[src/include/sample_buffer_macros.svh]
`ifndef SAMPLE_BUFFER_MACROS_SVH
`define SAMPLE_BUFFER_MACROS_SVH

// Sample payload and sideband tag widths
`define SB_DATA_WIDTH 16
`define SB_USER_WIDTH 2

// FIFO depth must be a power of two, the pointer width is its log2
`define SB_FIFO_DEPTH 16
`define SB_PTR_WIDTH 4
// One bit more than the pointer so a full FIFO can be counted
`define SB_LEVEL_WIDTH 5

`define SB_AXIL_ADDR_WIDTH 4

`endif

[src/verilog/sample_buffer_pkg.sv]
`default_nettype none

`include "sample_buffer_macros.svh"

package sample_buffer_pkg;

    typedef logic [`SB_DATA_WIDTH-1:0] sample_t;
    typedef logic [`SB_USER_WIDTH-1:0] user_t;
    typedef logic [`SB_LEVEL_WIDTH-1:0] level_t;
    typedef logic [`SB_AXIL_ADDR_WIDTH-1:0] axil_addr_t;
    typedef logic [31:0] axil_data_t;

    // One stream transfer, as stored in the FIFO memory
    typedef struct packed {
        sample_t data;
        user_t   tag;
    } beat_t;

    // Clear is a single-cycle pulse
    typedef struct packed {
        logic enable;
        logic clear;
    } fifo_ctrl_t;

    typedef struct packed {
        level_t level;
        logic   empty;
        logic   full;
        logic   drop;
    } fifo_status_t;

    // Register byte offsets on the AXI4-Lite port
    localparam axil_addr_t REG_CTRL   = 4'h0;
    localparam axil_addr_t REG_STATUS = 4'h4;
    localparam axil_addr_t REG_DROPS  = 4'h8;
    localparam axil_addr_t REG_WMARK  = 4'hC;

endpackage

`default_nettype wire

[src/verilog/buffer_regs.sv]
`timescale 1ns/1ps
`default_nettype none

`include "sample_buffer_macros.svh"

module buffer_regs
    import sample_buffer_pkg::*;
(
    input  wire logic        clk_i,
    input  wire logic        reset_ni,

    input  wire axil_addr_t  s_axil_awaddr_i,
    input  wire logic        s_axil_awvalid_i,
    output logic             s_axil_awready_o,
    input  wire axil_data_t  s_axil_wdata_i,
    input  wire logic [3:0]  s_axil_wstrb_i,
    input  wire logic        s_axil_wvalid_i,
    output logic             s_axil_wready_o,
    output logic [1:0]       s_axil_bresp_o,
    output logic             s_axil_bvalid_o,
    input  wire logic        s_axil_bready_i,
    input  wire axil_addr_t  s_axil_araddr_i,
    input  wire logic        s_axil_arvalid_i,
    output logic             s_axil_arready_o,
    output axil_data_t       s_axil_rdata_o,
    output logic [1:0]       s_axil_rresp_o,
    output logic             s_axil_rvalid_o,
    input  wire logic        s_axil_rready_i,

    input  wire fifo_status_t status_i,
    output fifo_ctrl_t       ctrl_o,
    output logic             irq_o
);

    localparam logic [1:0] RESP_OKAY = 2'b00;

    logic       aw_take;
    logic       ar_take;
    logic       wr_en;
    logic       rd_en;
    logic       clear_req;
    level_t     wmark;
    axil_data_t drop_count;
    axil_data_t rd_word;

    // Ready goes up for one cycle only, once address and data are both
    // present and the previous response has been taken
    assign aw_take = s_axil_awvalid_i && s_axil_wvalid_i && !s_axil_bvalid_o &&
                     !s_axil_awready_o;
    assign ar_take = s_axil_arvalid_i && !s_axil_rvalid_o && !s_axil_arready_o;

    assign wr_en = s_axil_awready_o && s_axil_awvalid_i && s_axil_wvalid_i;
    assign rd_en = s_axil_arready_o && s_axil_arvalid_i;

    assign clear_req = wr_en && s_axil_wstrb_i[0] && (s_axil_awaddr_i == REG_CTRL) &&
                       s_axil_wdata_i[1];

    assign s_axil_bresp_o = RESP_OKAY;
    assign s_axil_rresp_o = RESP_OKAY;

    always_ff @(posedge clk_i) begin
        if (!reset_ni) begin
            s_axil_awready_o <= 1'b0;
            s_axil_wready_o  <= 1'b0;
            s_axil_bvalid_o  <= 1'b0;
        end else begin
            s_axil_awready_o <= aw_take;
            s_axil_wready_o  <= aw_take;
            if (wr_en) begin
                s_axil_bvalid_o <= 1'b1;
            end else if (s_axil_bready_i) begin
                s_axil_bvalid_o <= 1'b0;
            end
        end
    end

    always_ff @(posedge clk_i) begin
        if (!reset_ni) begin
            ctrl_o <= '0;
            wmark  <= '0;
        end else begin
            ctrl_o.clear <= clear_req;
            if (wr_en && s_axil_wstrb_i[0]) begin
                case (s_axil_awaddr_i)
                    REG_CTRL: ctrl_o.enable <= s_axil_wdata_i[0];
                    REG_WMARK: wmark <= s_axil_wdata_i[`SB_LEVEL_WIDTH-1:0];
                    default: ;
                endcase
            end
        end
    end

    // Saturates at all ones rather than wrapping back to a small count
    always_ff @(posedge clk_i) begin
        if (!reset_ni) begin
            drop_count <= '0;
        end else if (clear_req) begin
            drop_count <= '0;
        end else if (status_i.drop && (drop_count != '1)) begin
            drop_count <= drop_count + 1'b1;
        end
    end

    always_comb begin
        rd_word = '0;
        case (s_axil_araddr_i)
            REG_CTRL: rd_word[0] = ctrl_o.enable;
            REG_STATUS: begin
                rd_word[`SB_LEVEL_WIDTH-1:0] = status_i.level;
                rd_word[8] = status_i.empty;
                rd_word[9] = status_i.full;
            end
            REG_DROPS: rd_word = drop_count;
            REG_WMARK: rd_word[`SB_LEVEL_WIDTH-1:0] = wmark;
            default: rd_word = '0;
        endcase
    end

    always_ff @(posedge clk_i) begin
        if (!reset_ni) begin
            s_axil_arready_o <= 1'b0;
            s_axil_rvalid_o  <= 1'b0;
        end else begin
            s_axil_arready_o <= ar_take;
            if (rd_en) begin
                s_axil_rvalid_o <= 1'b1;
            end else if (s_axil_rready_i) begin
                s_axil_rvalid_o <= 1'b0;
            end
        end
    end

    always_ff @(posedge clk_i) begin
        if (rd_en) begin
            s_axil_rdata_o <= rd_word;
        end
    end

    // Level-triggered, follows the registered status by one cycle
    always_ff @(posedge clk_i) begin
        if (!reset_ni) begin
            irq_o <= 1'b0;
        end else begin
            irq_o <= ctrl_o.enable && (status_i.level >= wmark);
        end
    end

    a_bvalid_hold: assert property (@(posedge clk_i) disable iff (!reset_ni)
        s_axil_bvalid_o && !s_axil_bready_i |=> s_axil_bvalid_o);

    // The read word must also stay put while the host stalls
    a_rvalid_hold: assert property (@(posedge clk_i) disable iff (!reset_ni)
        s_axil_rvalid_o && !s_axil_rready_i |=> s_axil_rvalid_o && $stable(s_axil_rdata_o));

endmodule

`default_nettype wire

[src/verilog/sample_buffer_top.sv]
`timescale 1ns/1ps
`default_nettype none

module sample_buffer_top
    import sample_buffer_pkg::*;
(
    input  wire logic        clk_i,
    input  wire logic        reset_ni,

    input  wire axil_addr_t  s_axil_awaddr_i,
    input  wire logic        s_axil_awvalid_i,
    output logic             s_axil_awready_o,
    input  wire axil_data_t  s_axil_wdata_i,
    input  wire logic [3:0]  s_axil_wstrb_i,
    input  wire logic        s_axil_wvalid_i,
    output logic             s_axil_wready_o,
    output logic [1:0]       s_axil_bresp_o,
    output logic             s_axil_bvalid_o,
    input  wire logic        s_axil_bready_i,
    input  wire axil_addr_t  s_axil_araddr_i,
    input  wire logic        s_axil_arvalid_i,
    output logic             s_axil_arready_o,
    output axil_data_t       s_axil_rdata_o,
    output logic [1:0]       s_axil_rresp_o,
    output logic             s_axil_rvalid_o,
    input  wire logic        s_axil_rready_i,

    input  wire logic        in_valid_i,
    input  wire beat_t       in_beat_i,
    output logic             in_full_o,

    input  wire logic        out_ready_i,
    output logic             out_valid_o,
    output beat_t            out_beat_o,

    output logic             irq_o
);

    fifo_ctrl_t   fifo_ctrl;
    fifo_status_t fifo_status;

    buffer_regs u_regs (
        .clk_i, .reset_ni,
        .s_axil_awaddr_i, .s_axil_awvalid_i, .s_axil_awready_o,
        .s_axil_wdata_i, .s_axil_wstrb_i, .s_axil_wvalid_i, .s_axil_wready_o,
        .s_axil_bresp_o, .s_axil_bvalid_o, .s_axil_bready_i,
        .s_axil_araddr_i, .s_axil_arvalid_i, .s_axil_arready_o,
        .s_axil_rdata_o, .s_axil_rresp_o, .s_axil_rvalid_o, .s_axil_rready_i,
        .status_i (fifo_status),
        .ctrl_o   (fifo_ctrl),
        .irq_o
    );

    stream_fifo u_fifo (
        .clk_i, .reset_ni,
        .ctrl_i   (fifo_ctrl),
        .in_valid_i, .in_beat_i, .in_full_o,
        .out_ready_i, .out_valid_o, .out_beat_o,
        .status_o (fifo_status)
    );

endmodule

`default_nettype wire

[src/verilog/stream_fifo.sv]
`timescale 1ns/1ps
`default_nettype none

`include "sample_buffer_macros.svh"

module stream_fifo
    import sample_buffer_pkg::*;
(
    input  wire logic   clk_i,
    input  wire logic   reset_ni,

    input  wire fifo_ctrl_t ctrl_i,

    input  wire logic   in_valid_i,
    input  wire beat_t  in_beat_i,
    output logic        in_full_o,

    input  wire logic   out_ready_i,
    output logic        out_valid_o,
    output beat_t       out_beat_o,

    output fifo_status_t status_o
);

    localparam int unsigned DEPTH = `SB_FIFO_DEPTH;
    localparam int unsigned AW = `SB_PTR_WIDTH;

    beat_t mem [DEPTH];

    // Pointers carry one wrap bit above the address bits
    logic [AW:0]   wr_ptr;
    logic [AW:0]   rd_ptr;
    logic [AW-1:0] wr_addr;
    logic [AW-1:0] rd_addr;
    logic          addr_equal;
    logic          wrap_equal;
    logic          full_now;
    logic          empty_now;
    level_t        fill_now;
    logic          wr_fire;
    logic          rd_fire;
    logic          drop_fire;

    assign wr_addr    = wr_ptr[AW-1:0];
    assign rd_addr    = rd_ptr[AW-1:0];
    assign addr_equal = (wr_addr == rd_addr);
    assign wrap_equal = (wr_ptr[AW] == rd_ptr[AW]);
    assign full_now   = addr_equal && !wrap_equal;
    assign empty_now  = addr_equal && wrap_equal;
    assign fill_now   = wr_ptr - rd_ptr;

    // Acceptance looks at the live pointers, not at the registered flags.
    // A clear pulse wins over any transfer in the same cycle
    assign wr_fire   = ctrl_i.enable && in_valid_i && !full_now && !ctrl_i.clear;
    assign drop_fire = ctrl_i.enable && in_valid_i && full_now;
    assign rd_fire   = out_ready_i && !empty_now && !ctrl_i.clear;

    always_ff @(posedge clk_i) begin
        if (wr_fire) begin
            mem[wr_addr] <= in_beat_i;
        end
    end

    always_ff @(posedge clk_i) begin
        if (!reset_ni) begin
            wr_ptr <= '0;
            rd_ptr <= '0;
        end else if (ctrl_i.clear) begin
            wr_ptr <= '0;
            rd_ptr <= '0;
        end else begin
            if (wr_fire) begin
                wr_ptr <= wr_ptr + 1'b1;
            end
            if (rd_fire) begin
                rd_ptr <= rd_ptr + 1'b1;
            end
        end
    end

    // Head entry is shown every cycle, which lets the consumer peek
    // before it raises ready
    always_ff @(posedge clk_i) begin
        out_beat_o <= mem[rd_addr];
    end

    always_ff @(posedge clk_i) begin
        if (!reset_ni) begin
            out_valid_o <= 1'b0;
        end else begin
            out_valid_o <= rd_fire;
        end
    end

    // Exported status lags the pointers by one cycle
    always_ff @(posedge clk_i) begin
        if (!reset_ni) begin
            status_o <= '{level: '0, empty: 1'b1, full: 1'b0, drop: 1'b0};
        end else begin
            status_o.level <= fill_now;
            status_o.empty <= empty_now;
            status_o.full  <= full_now;
            status_o.drop  <= drop_fire;
        end
    end

    assign in_full_o = status_o.full;

    // A write into a full memory or a read from an empty one would push
    // the pointer distance out of range
    a_fill_range: assert property (@(posedge clk_i) disable iff (!reset_ni)
        fill_now <= level_t'(DEPTH));

endmodule

`default_nettype wire
[config.mk]
export PLATFORM = sky130hd
export DESIGN_NAME = sample_buffer_top
export DESIGN_NICKNAME = d
export VERILOG_FILES = /design/src/verilog/sample_buffer_pkg.sv /design/src/verilog/buffer_regs.sv /design/src/verilog/sample_buffer_top.sv /design/src/verilog/stream_fifo.sv
export VERILOG_INCLUDE_DIRS = /design/src /design/src/include
export SDC_FILE = /design/constraint.sdc
export NUM_CORES = 1
export LEC_CHECK = 0
export BUFFER_PORTS_ARGS = -buffer_cell sky130_fd_sc_hd__buf_2
export CELL_PAD_IN_SITES_DETAIL_PLACEMENT = 1
export CELL_PAD_IN_SITES_GLOBAL_PLACEMENT = 1
export CORE_MARGIN = 4
export CORE_UTILIZATION = 57
export CTS_BUF_LIST = sky130_fd_sc_hd__clkbuf_2 sky130_fd_sc_hd__clkbuf_4 sky130_fd_sc_hd__clkbuf_8
export CTS_CLUSTER_SIZE = 12
export DETAILED_ROUTE_END_ITERATION = 8
export PLACE_DENSITY_LB_ADDON = 0.12
export SETUP_SLACK_MARGIN = 0.4
export SYNTH_ARGS = -nofsm -noshare
export SYNTH_HDL_FRONTEND = slang
export SYNTH_SLANG_ARGS = --single-unit
export TNS_END_PERCENT = 20
[constraint.sdc]
create_clock -name clk_i -period 12.3 [get_ports clk_i]
set_input_delay 2.46 -clock clk_i [delete_from_list [all_inputs] [get_ports clk_i]]
set_output_delay 2.46 -clock clk_i [all_outputs]
set_load 0.02 [all_outputs]
## Yosys cells after proc, flatten, opt, wreduce, memory -nomap -nowiden

Memories as Yosys holds them, arrays and structs flattened. A register that Yosys moved wholly into a read port is not among the register bits.
Cells that the tools add are included.

- Add/sub/neg operators: 4
- Magnitude comparators: 1
- Eq/ne operators: 7
- Muxes and demuxes: 9
- Bitwise logic cells: 1
- Reduce and logical (&&, ||, !) cells: 37

Operators with widths:

| cell | count |
|---|---|
| $add A32 B1 Y32 const B | 1 |
| $ne A32 B32 Y1 const B | 1 |
| $logic_and A1 B1 Y1 | 21 |
| $eq A4 B4 Y1 const B | 3 |
| $pmux W4 S3 | 1 |
| $add A5 B1 Y5 const B | 2 |
| $logic_not A1 Y1 | 8 |
| $logic_not A4 Y1 | 2 |
| $mux W1 | 6 |
| $ge A5 B5 Y1 | 1 |
| $sub A5 B5 Y5 | 1 |
| $eq A4 B3 Y1 const B | 1 |
| $eq A4 B4 Y1 | 1 |
| $pmux W1 S4 | 1 |
| $pmux W2 S2 | 1 |
| $reduce_and A2 Y1 | 2 |
| $reduce_bool A2 Y1 | 2 |
| $reduce_or A2 Y1 | 2 |
| $eq A1 B1 Y1 | 1 |
| $not A1 Y1 | 1 |

- Register bits: 95
- Memory bits (writable): 288
- Input port bits: 71
- Output and inout port bits: 62
- Memories kept: 1

Memories:

| name | words | width | read ports | clocked after Yosys merged registers in | wr ports | RTL line | text |
|---|---|---|---|---|---|---|---|
| u_fifo.mem | 16 | 18 | 1 | 1 | 1 | stream_fifo.sv:28 | `beat_t mem [DEPTH];` |

## Longest topological paths before layout

- Depth after elaboration: 8
- Mapped depth: 9
- Mapped depth without buffers: 8

## By module

A second synthesis with hierarchy kept.

- Cell total of the unflattened synthesis: 941
- Area, all modules: 15700.1 um^2

By module, submodules not included:

| module | times used | cells each | area each (um^2) | seq. area each (um^2) |
|---|---|---|---|---|
| stream_fifo | 1 | 576 | 12075.3 | 9389.0 |
| buffer_regs | 1 | 365 | 3624.7 | 1841.8 |

## Least setup slack after synthesis

No wires, ideal clock.

- Kind: input to register
- Start point: in in_valid_i
- End point: mem u_fifo.mem[3][0] (netlist name) (enable)
- Library setup time: 416 ps
- Arrival time: 4438 ps
- Required time: 11884 ps
- Slack: 7447 ps
- Cell stages on the path: 4
- Cell sequence: nand2_1 > a211oi_2 > nand2_1 > nor3_1

- Cells in the longest elaborated chain, start to end: 5

RTL lines:

| what | RTL line | text |
|---|---|---|
| from (decl) | sample_buffer_top.sv:28 | `input wire logic in_valid_i,` |
| $logic_and A1 B1 Y1 (3 in series) | stream_fifo.sv:54 | `assign wr_fire = ctrl_i.enable && in_valid_i && !full_now && !ctrl_i.clear;` |
| $mux W1 | stream_fifo.sv:59 | `if (wr_fire) begin` |
| $mux W1 (implied by the code) | stream_fifo.sv:60 | `mem[wr_addr] <= in_beat_i;` |
| to (decl) | stream_fifo.sv:28 |  |

No other way between the ends.

## Worst setup path in the final report

- Start point: reg u_fifo.rd_ptr[1]
- End point: mem u_fifo.mem[8][9] (netlist name) (enable)

- Cells in the longest elaborated chain, start to end: 7

RTL lines:

| what | RTL line | text |
|---|---|---|
| from (decl) | stream_fifo.sv:32 | `logic [AW:0] rd_ptr;` |
| from (signal assigned) | stream_fifo.sv:76 | `rd_ptr <= rd_ptr + 1'b1;` |
| $eq A4 B4 Y1 | stream_fifo.sv:46 | `assign addr_equal = (wr_addr == rd_addr);` |
| $logic_and A1 B1 Y1 | stream_fifo.sv:48 | `assign full_now = addr_equal && !wrap_equal;` |
| $logic_not A1 Y1 | stream_fifo.sv:54 |  |
| $logic_and A1 B1 Y1 (2 in series) | stream_fifo.sv:54 |  |
| $mux W1 | stream_fifo.sv:59 |  |
| $mux W1 (implied by the code) | stream_fifo.sv:60 |  |

No other way between the ends.

==> flow_summary.toml <==
[floorplanning]
die_y_um = 174
core_area_um2 = 27000
start_util = 0.580
fp-row-count = 60
die_area_um2 = 30200
io_pins = 133
die_w_um = 174

[worst_setup_path]
critical-path-max-stage-delay_ns = 0.82
start_kind = "register"
slowest_stage = "buf_4"
worstPathCellList = "buf_4, inv_1, ha_1, and4_1, a211oi_2, nand2_1, nor2_1, buf_4"
reg2reg_slack_ns = 7.78
crit_family = "buffers and inverters"
required_ns = 12.56
crit_buf_inv = 3
worst-path-max-fanout = 75
criticalPathCategory = "reg -> reg"
cp-end-kind = "register"
cp_data_arrival_time_ns = 4.78
worst_path_most_repeated_cell = "buf_4"

[cells_and_area]
stdcell_area_um2 = 17800
fillers = 2362
stdcell_count = 1412
final_nets = 1106
multiInputGateArea_um2 = 4190
area_growth_pct = 13.9
antenna_cells = 0
drive_gt1_frac = 0.329
regArea_um2 = 11200

[routing]
dr_total_vias = 8413
route.detailed.drc = 0
wl_per_cell_um = 24.4
drt_iter0_drc = 688
wl_um = 34500
dr.pass1.iters = 5
ant_nets = 0
viasPerCell = 5.96

[timing]
hold_violations = 0
rsz0062_at_grt = "no"
tns_ns = 0
tightestPinTransition_ns = 1.23
fin_ws_ns = 7.78
fin_worst_skew_ns = 0.0223
drv_slew = 0
max_freq_mhz = 221
period_share = 0.367
setup_violations = 0
slew_headroom = 0.180
fin_crit_ns = 4.52

[placement]
hpwl_um = 21200
dp_cells = 1296
post_dp_cell_area_um2 = 16600
port_buffers = 98
place_ws_ns = 7.34
routabilityCongestion = 0.756

[yosys]
synth_compound_area_frac = 0.0281
synth_fa_ha_area_frac = 0.0133
ys_seq_area_frac = 0.718
ys.flop_type = "edfxtp_1"
synth-simple-area-share = 0.0708
async_reset_ff_frac = 0
synthDistinctLibCells = 57
synth_xor_area_frac = 0.0101
synth_top_family_by_area = "multiplexers"
synth_top_area_share = 0.614
syn_area_um2 = 15600
avgSynthCellArea_um2 = 17.8
ys_seq_elements = 401
ys_warn_count = 0
synth.area.mux_share = 0.141
synth_edf_count = 320
yosysTopAreaCell = "edfxtp_1"
syn_inst = 877
synth_area_leaders = "edfxtp_1 61%, mux4_2 13%, dfxtp_1 10%"

[pwr]
powerDensity_nw_per_um2 = 145
clockPowerShare = 0.419
p_int_mw = 2.07
comb_power_share = 0.014
p_total_mw = 2.59
switching_share = 0.201
p_leak_nw = 5.89
pwr-share-seq = 0.566
vdd_drop_max_mv = 0.133
p_switching_mw = 0.518

[global_route]
grt_pass1_vias = 9135
grt.overflow.total = 0
grt_first_pass_wirelength_um = 54100
antenna_found_initial = 1
grtUsageTotal = 0.233
grt_max_degree = 76

[status]
run_status = "complete, no violations"

[clock_tree]
clock_latency_ns = 0.60
numCtsBuffers = 61
clock_path_buffers = 3
cts.sinks = 401
cts_tree = "built"
hold_buffers = 0
cts_setup_buffers = 0
cts_root_buffer = "clkbuf_8"
clk_pin_slew_ns = 0.06
cts_resized = 0
htree_levels = 2

[job]
drv_cap = 0

[worst_hold_path]
hold_class = "reg -> reg"
[cell families (layout without fill, tap and decap cells)]
group           after synthesis  count (layout)
buf+inv                      62             253
fa+ha+maj                    16              16
flops                       401             401
simple gates                201             201
xor+xnor                     18              18
other cells                   1               4
compound gates               72              72
mux                         106             106
[worst reg2reg max path, stage by stage, from the launching register on]
cell      delay, ns
dfxtp_2        0.31
buf_4          0.82
inv_1          0.32
ha_1           0.39
and4_1         0.25
a211oi_2       0.59
nand2_1        0.32
nor2_1         0.76
buf_4          0.44
[layer usage]
metal	GRT usage	part of all wire	up-vias
li1	-	-	3746
met1	0.298	0.40	4332
met2	0.412	0.52	269
met3	0.0486	0.056	64
met4	0.0597	0.022	2
met5	0	0.00038	-
[flip-flops by register name, summed over array words and instances, names as in the netlist]
| name | flops |
|---|---|
| u_fifo.wr_ptr | 5 |
| u_fifo.status_o | 7 |
| u_regs.s_axil_awready_o | 1 |
| u_fifo.rd_ptr | 5 |
| u_regs.irq_o | 1 |
| u_regs.s_axil_rdata_o | 32 |
| u_regs.s_axil_rvalid_o | 1 |
| u_regs.s_axil_arready_o | 1 |
| u_fifo.in_full_o | 1 |
| u_fifo.out_valid_o | 1 |
| u_regs.drop_count | 32 |
| u_fifo.out_beat_o | 18 |
| u_regs.s_axil_bvalid_o | 1 |
| u_fifo.mem | 288 |
| u_regs.wmark | 5 |
| u_regs.ctrl_o | 2 |
[cells in the mapped netlist, types with 2 or more instances]
cell	count
nand4_1	14
a22oi_1	6
or4_1	8
inv_1	18
and3_1	3
nor3_1	8
nand2b_1	9
nand3_1	9
nor4b_1	2
mux2i_1	11
and4_1	2
buf_4	10
nor2_1	52
a31oi_1	3
clkbuf_1	23
xor2_1	5
ha_1	15
nand2_1	31
xnor2_1	13
or2_2	2
mux4_2	91
o31ai_1	8
buf_2	8
nor2b_1	5
o211ai_1	2
a21o_1	3
mux2_2	4
o21ai_0	14
edfxtp_1	320
a21oi_1	29
nor4_1	4
and2_1	28
or3_1	13
dfxtp_1	81
[worst paths after layout]
path	startpoint	to	cells past startpoint
min	u_regs.s_axil_bvalid_o$_SDFFE_PN0P_	u_regs.s_axil_awready_o$_SDFF_PN0_	1
min reg2reg	u_regs.s_axil_bvalid_o$_SDFFE_PN0P_	u_regs.s_axil_awready_o$_SDFF_PN0_	1
max	u_fifo.rd_ptr[1]$_SDFFE_PP0P_	u_fifo.mem[8][9]$_DFFE_PP_	8
max reg2reg	u_fifo.rd_ptr[1]$_SDFFE_PP0P_	u_fifo.mem[8][9]$_DFFE_PP_	8
[cell type report]
| class | count | area share |
|---|---|---|
| inverter | 18 | 0.00379 |
| timing repair buffer | 120 | 0.0368 |
| multi-input combinational | 417 | 0.235 |
| tap | 341 | 0.0239 |
| sequential | 401 | 0.631 |
| clock inverter | 16 | 0.00470 |
| clock buffer | 99 | 0.0649 |
[power by group through the flow]
stage / clock [mW] / combinational (mW) / sequential [mW]
floorplan: 0 / 0.0112 / 1.50
detailed placement: 0 / 0.0374 / 1.49
global placement: 0 / 0.0338 / 1.49
global route: 1.18 / 0.0418 / 1.46
CTS: 1.11 / 0.0375 / 1.46
finish: 1.08 / 0.0373 / 1.46
[cells in the final DEF, fill, tap and decap left out, drive strengths merged, types with 3 or more instances in the layout]
| cell type | synthesis | final |
|---|---|---|
| and2 | 29 | 29 |
| mux2 | 4 | 4 |
| a31oi | 3 | 3 |
| mux2i | 11 | 11 |
| nand3 | 10 | 10 |
| nor4 | 6 | 6 |
| or4 | 9 | 9 |
| nand2b | 9 | 9 |
| a21o | 3 | 3 |
| nor2b | 5 | 5 |
| o31ai | 8 | 8 |
| ha | 15 | 15 |
| inv | 18 | 18 |
| a21oi | 29 | 29 |
| clkinv | 0 | 16 |
| xnor2 | 13 | 13 |
| o21ai | 14 | 14 |
| dfxtp | 81 | 81 |
| or3 | 13 | 13 |
| conb | 1 | 4 |
| xor2 | 5 | 5 |
| nand4 | 15 | 15 |
| mux4 | 91 | 91 |
| nor3 | 8 | 8 |
| nand2 | 31 | 31 |
| and3 | 3 | 3 |
| edfxtp | 320 | 320 |
| clkbuf | 24 | 99 |
| a22oi | 6 | 6 |
| nor2 | 53 | 53 |
| buf | 20 | 120 |
[through the flow]
stage | hold slack, ns | util
finish | 0.462 | 0.661
global route | 0.471 | 0.661
CTS | 0.458 | 0.661
detailed placement | 0.451 | 0.615
global placement | 0.422 | 0.615
floorplan | 0.451 | -
No activity file was read; power rests on OpenSTA's default activity.
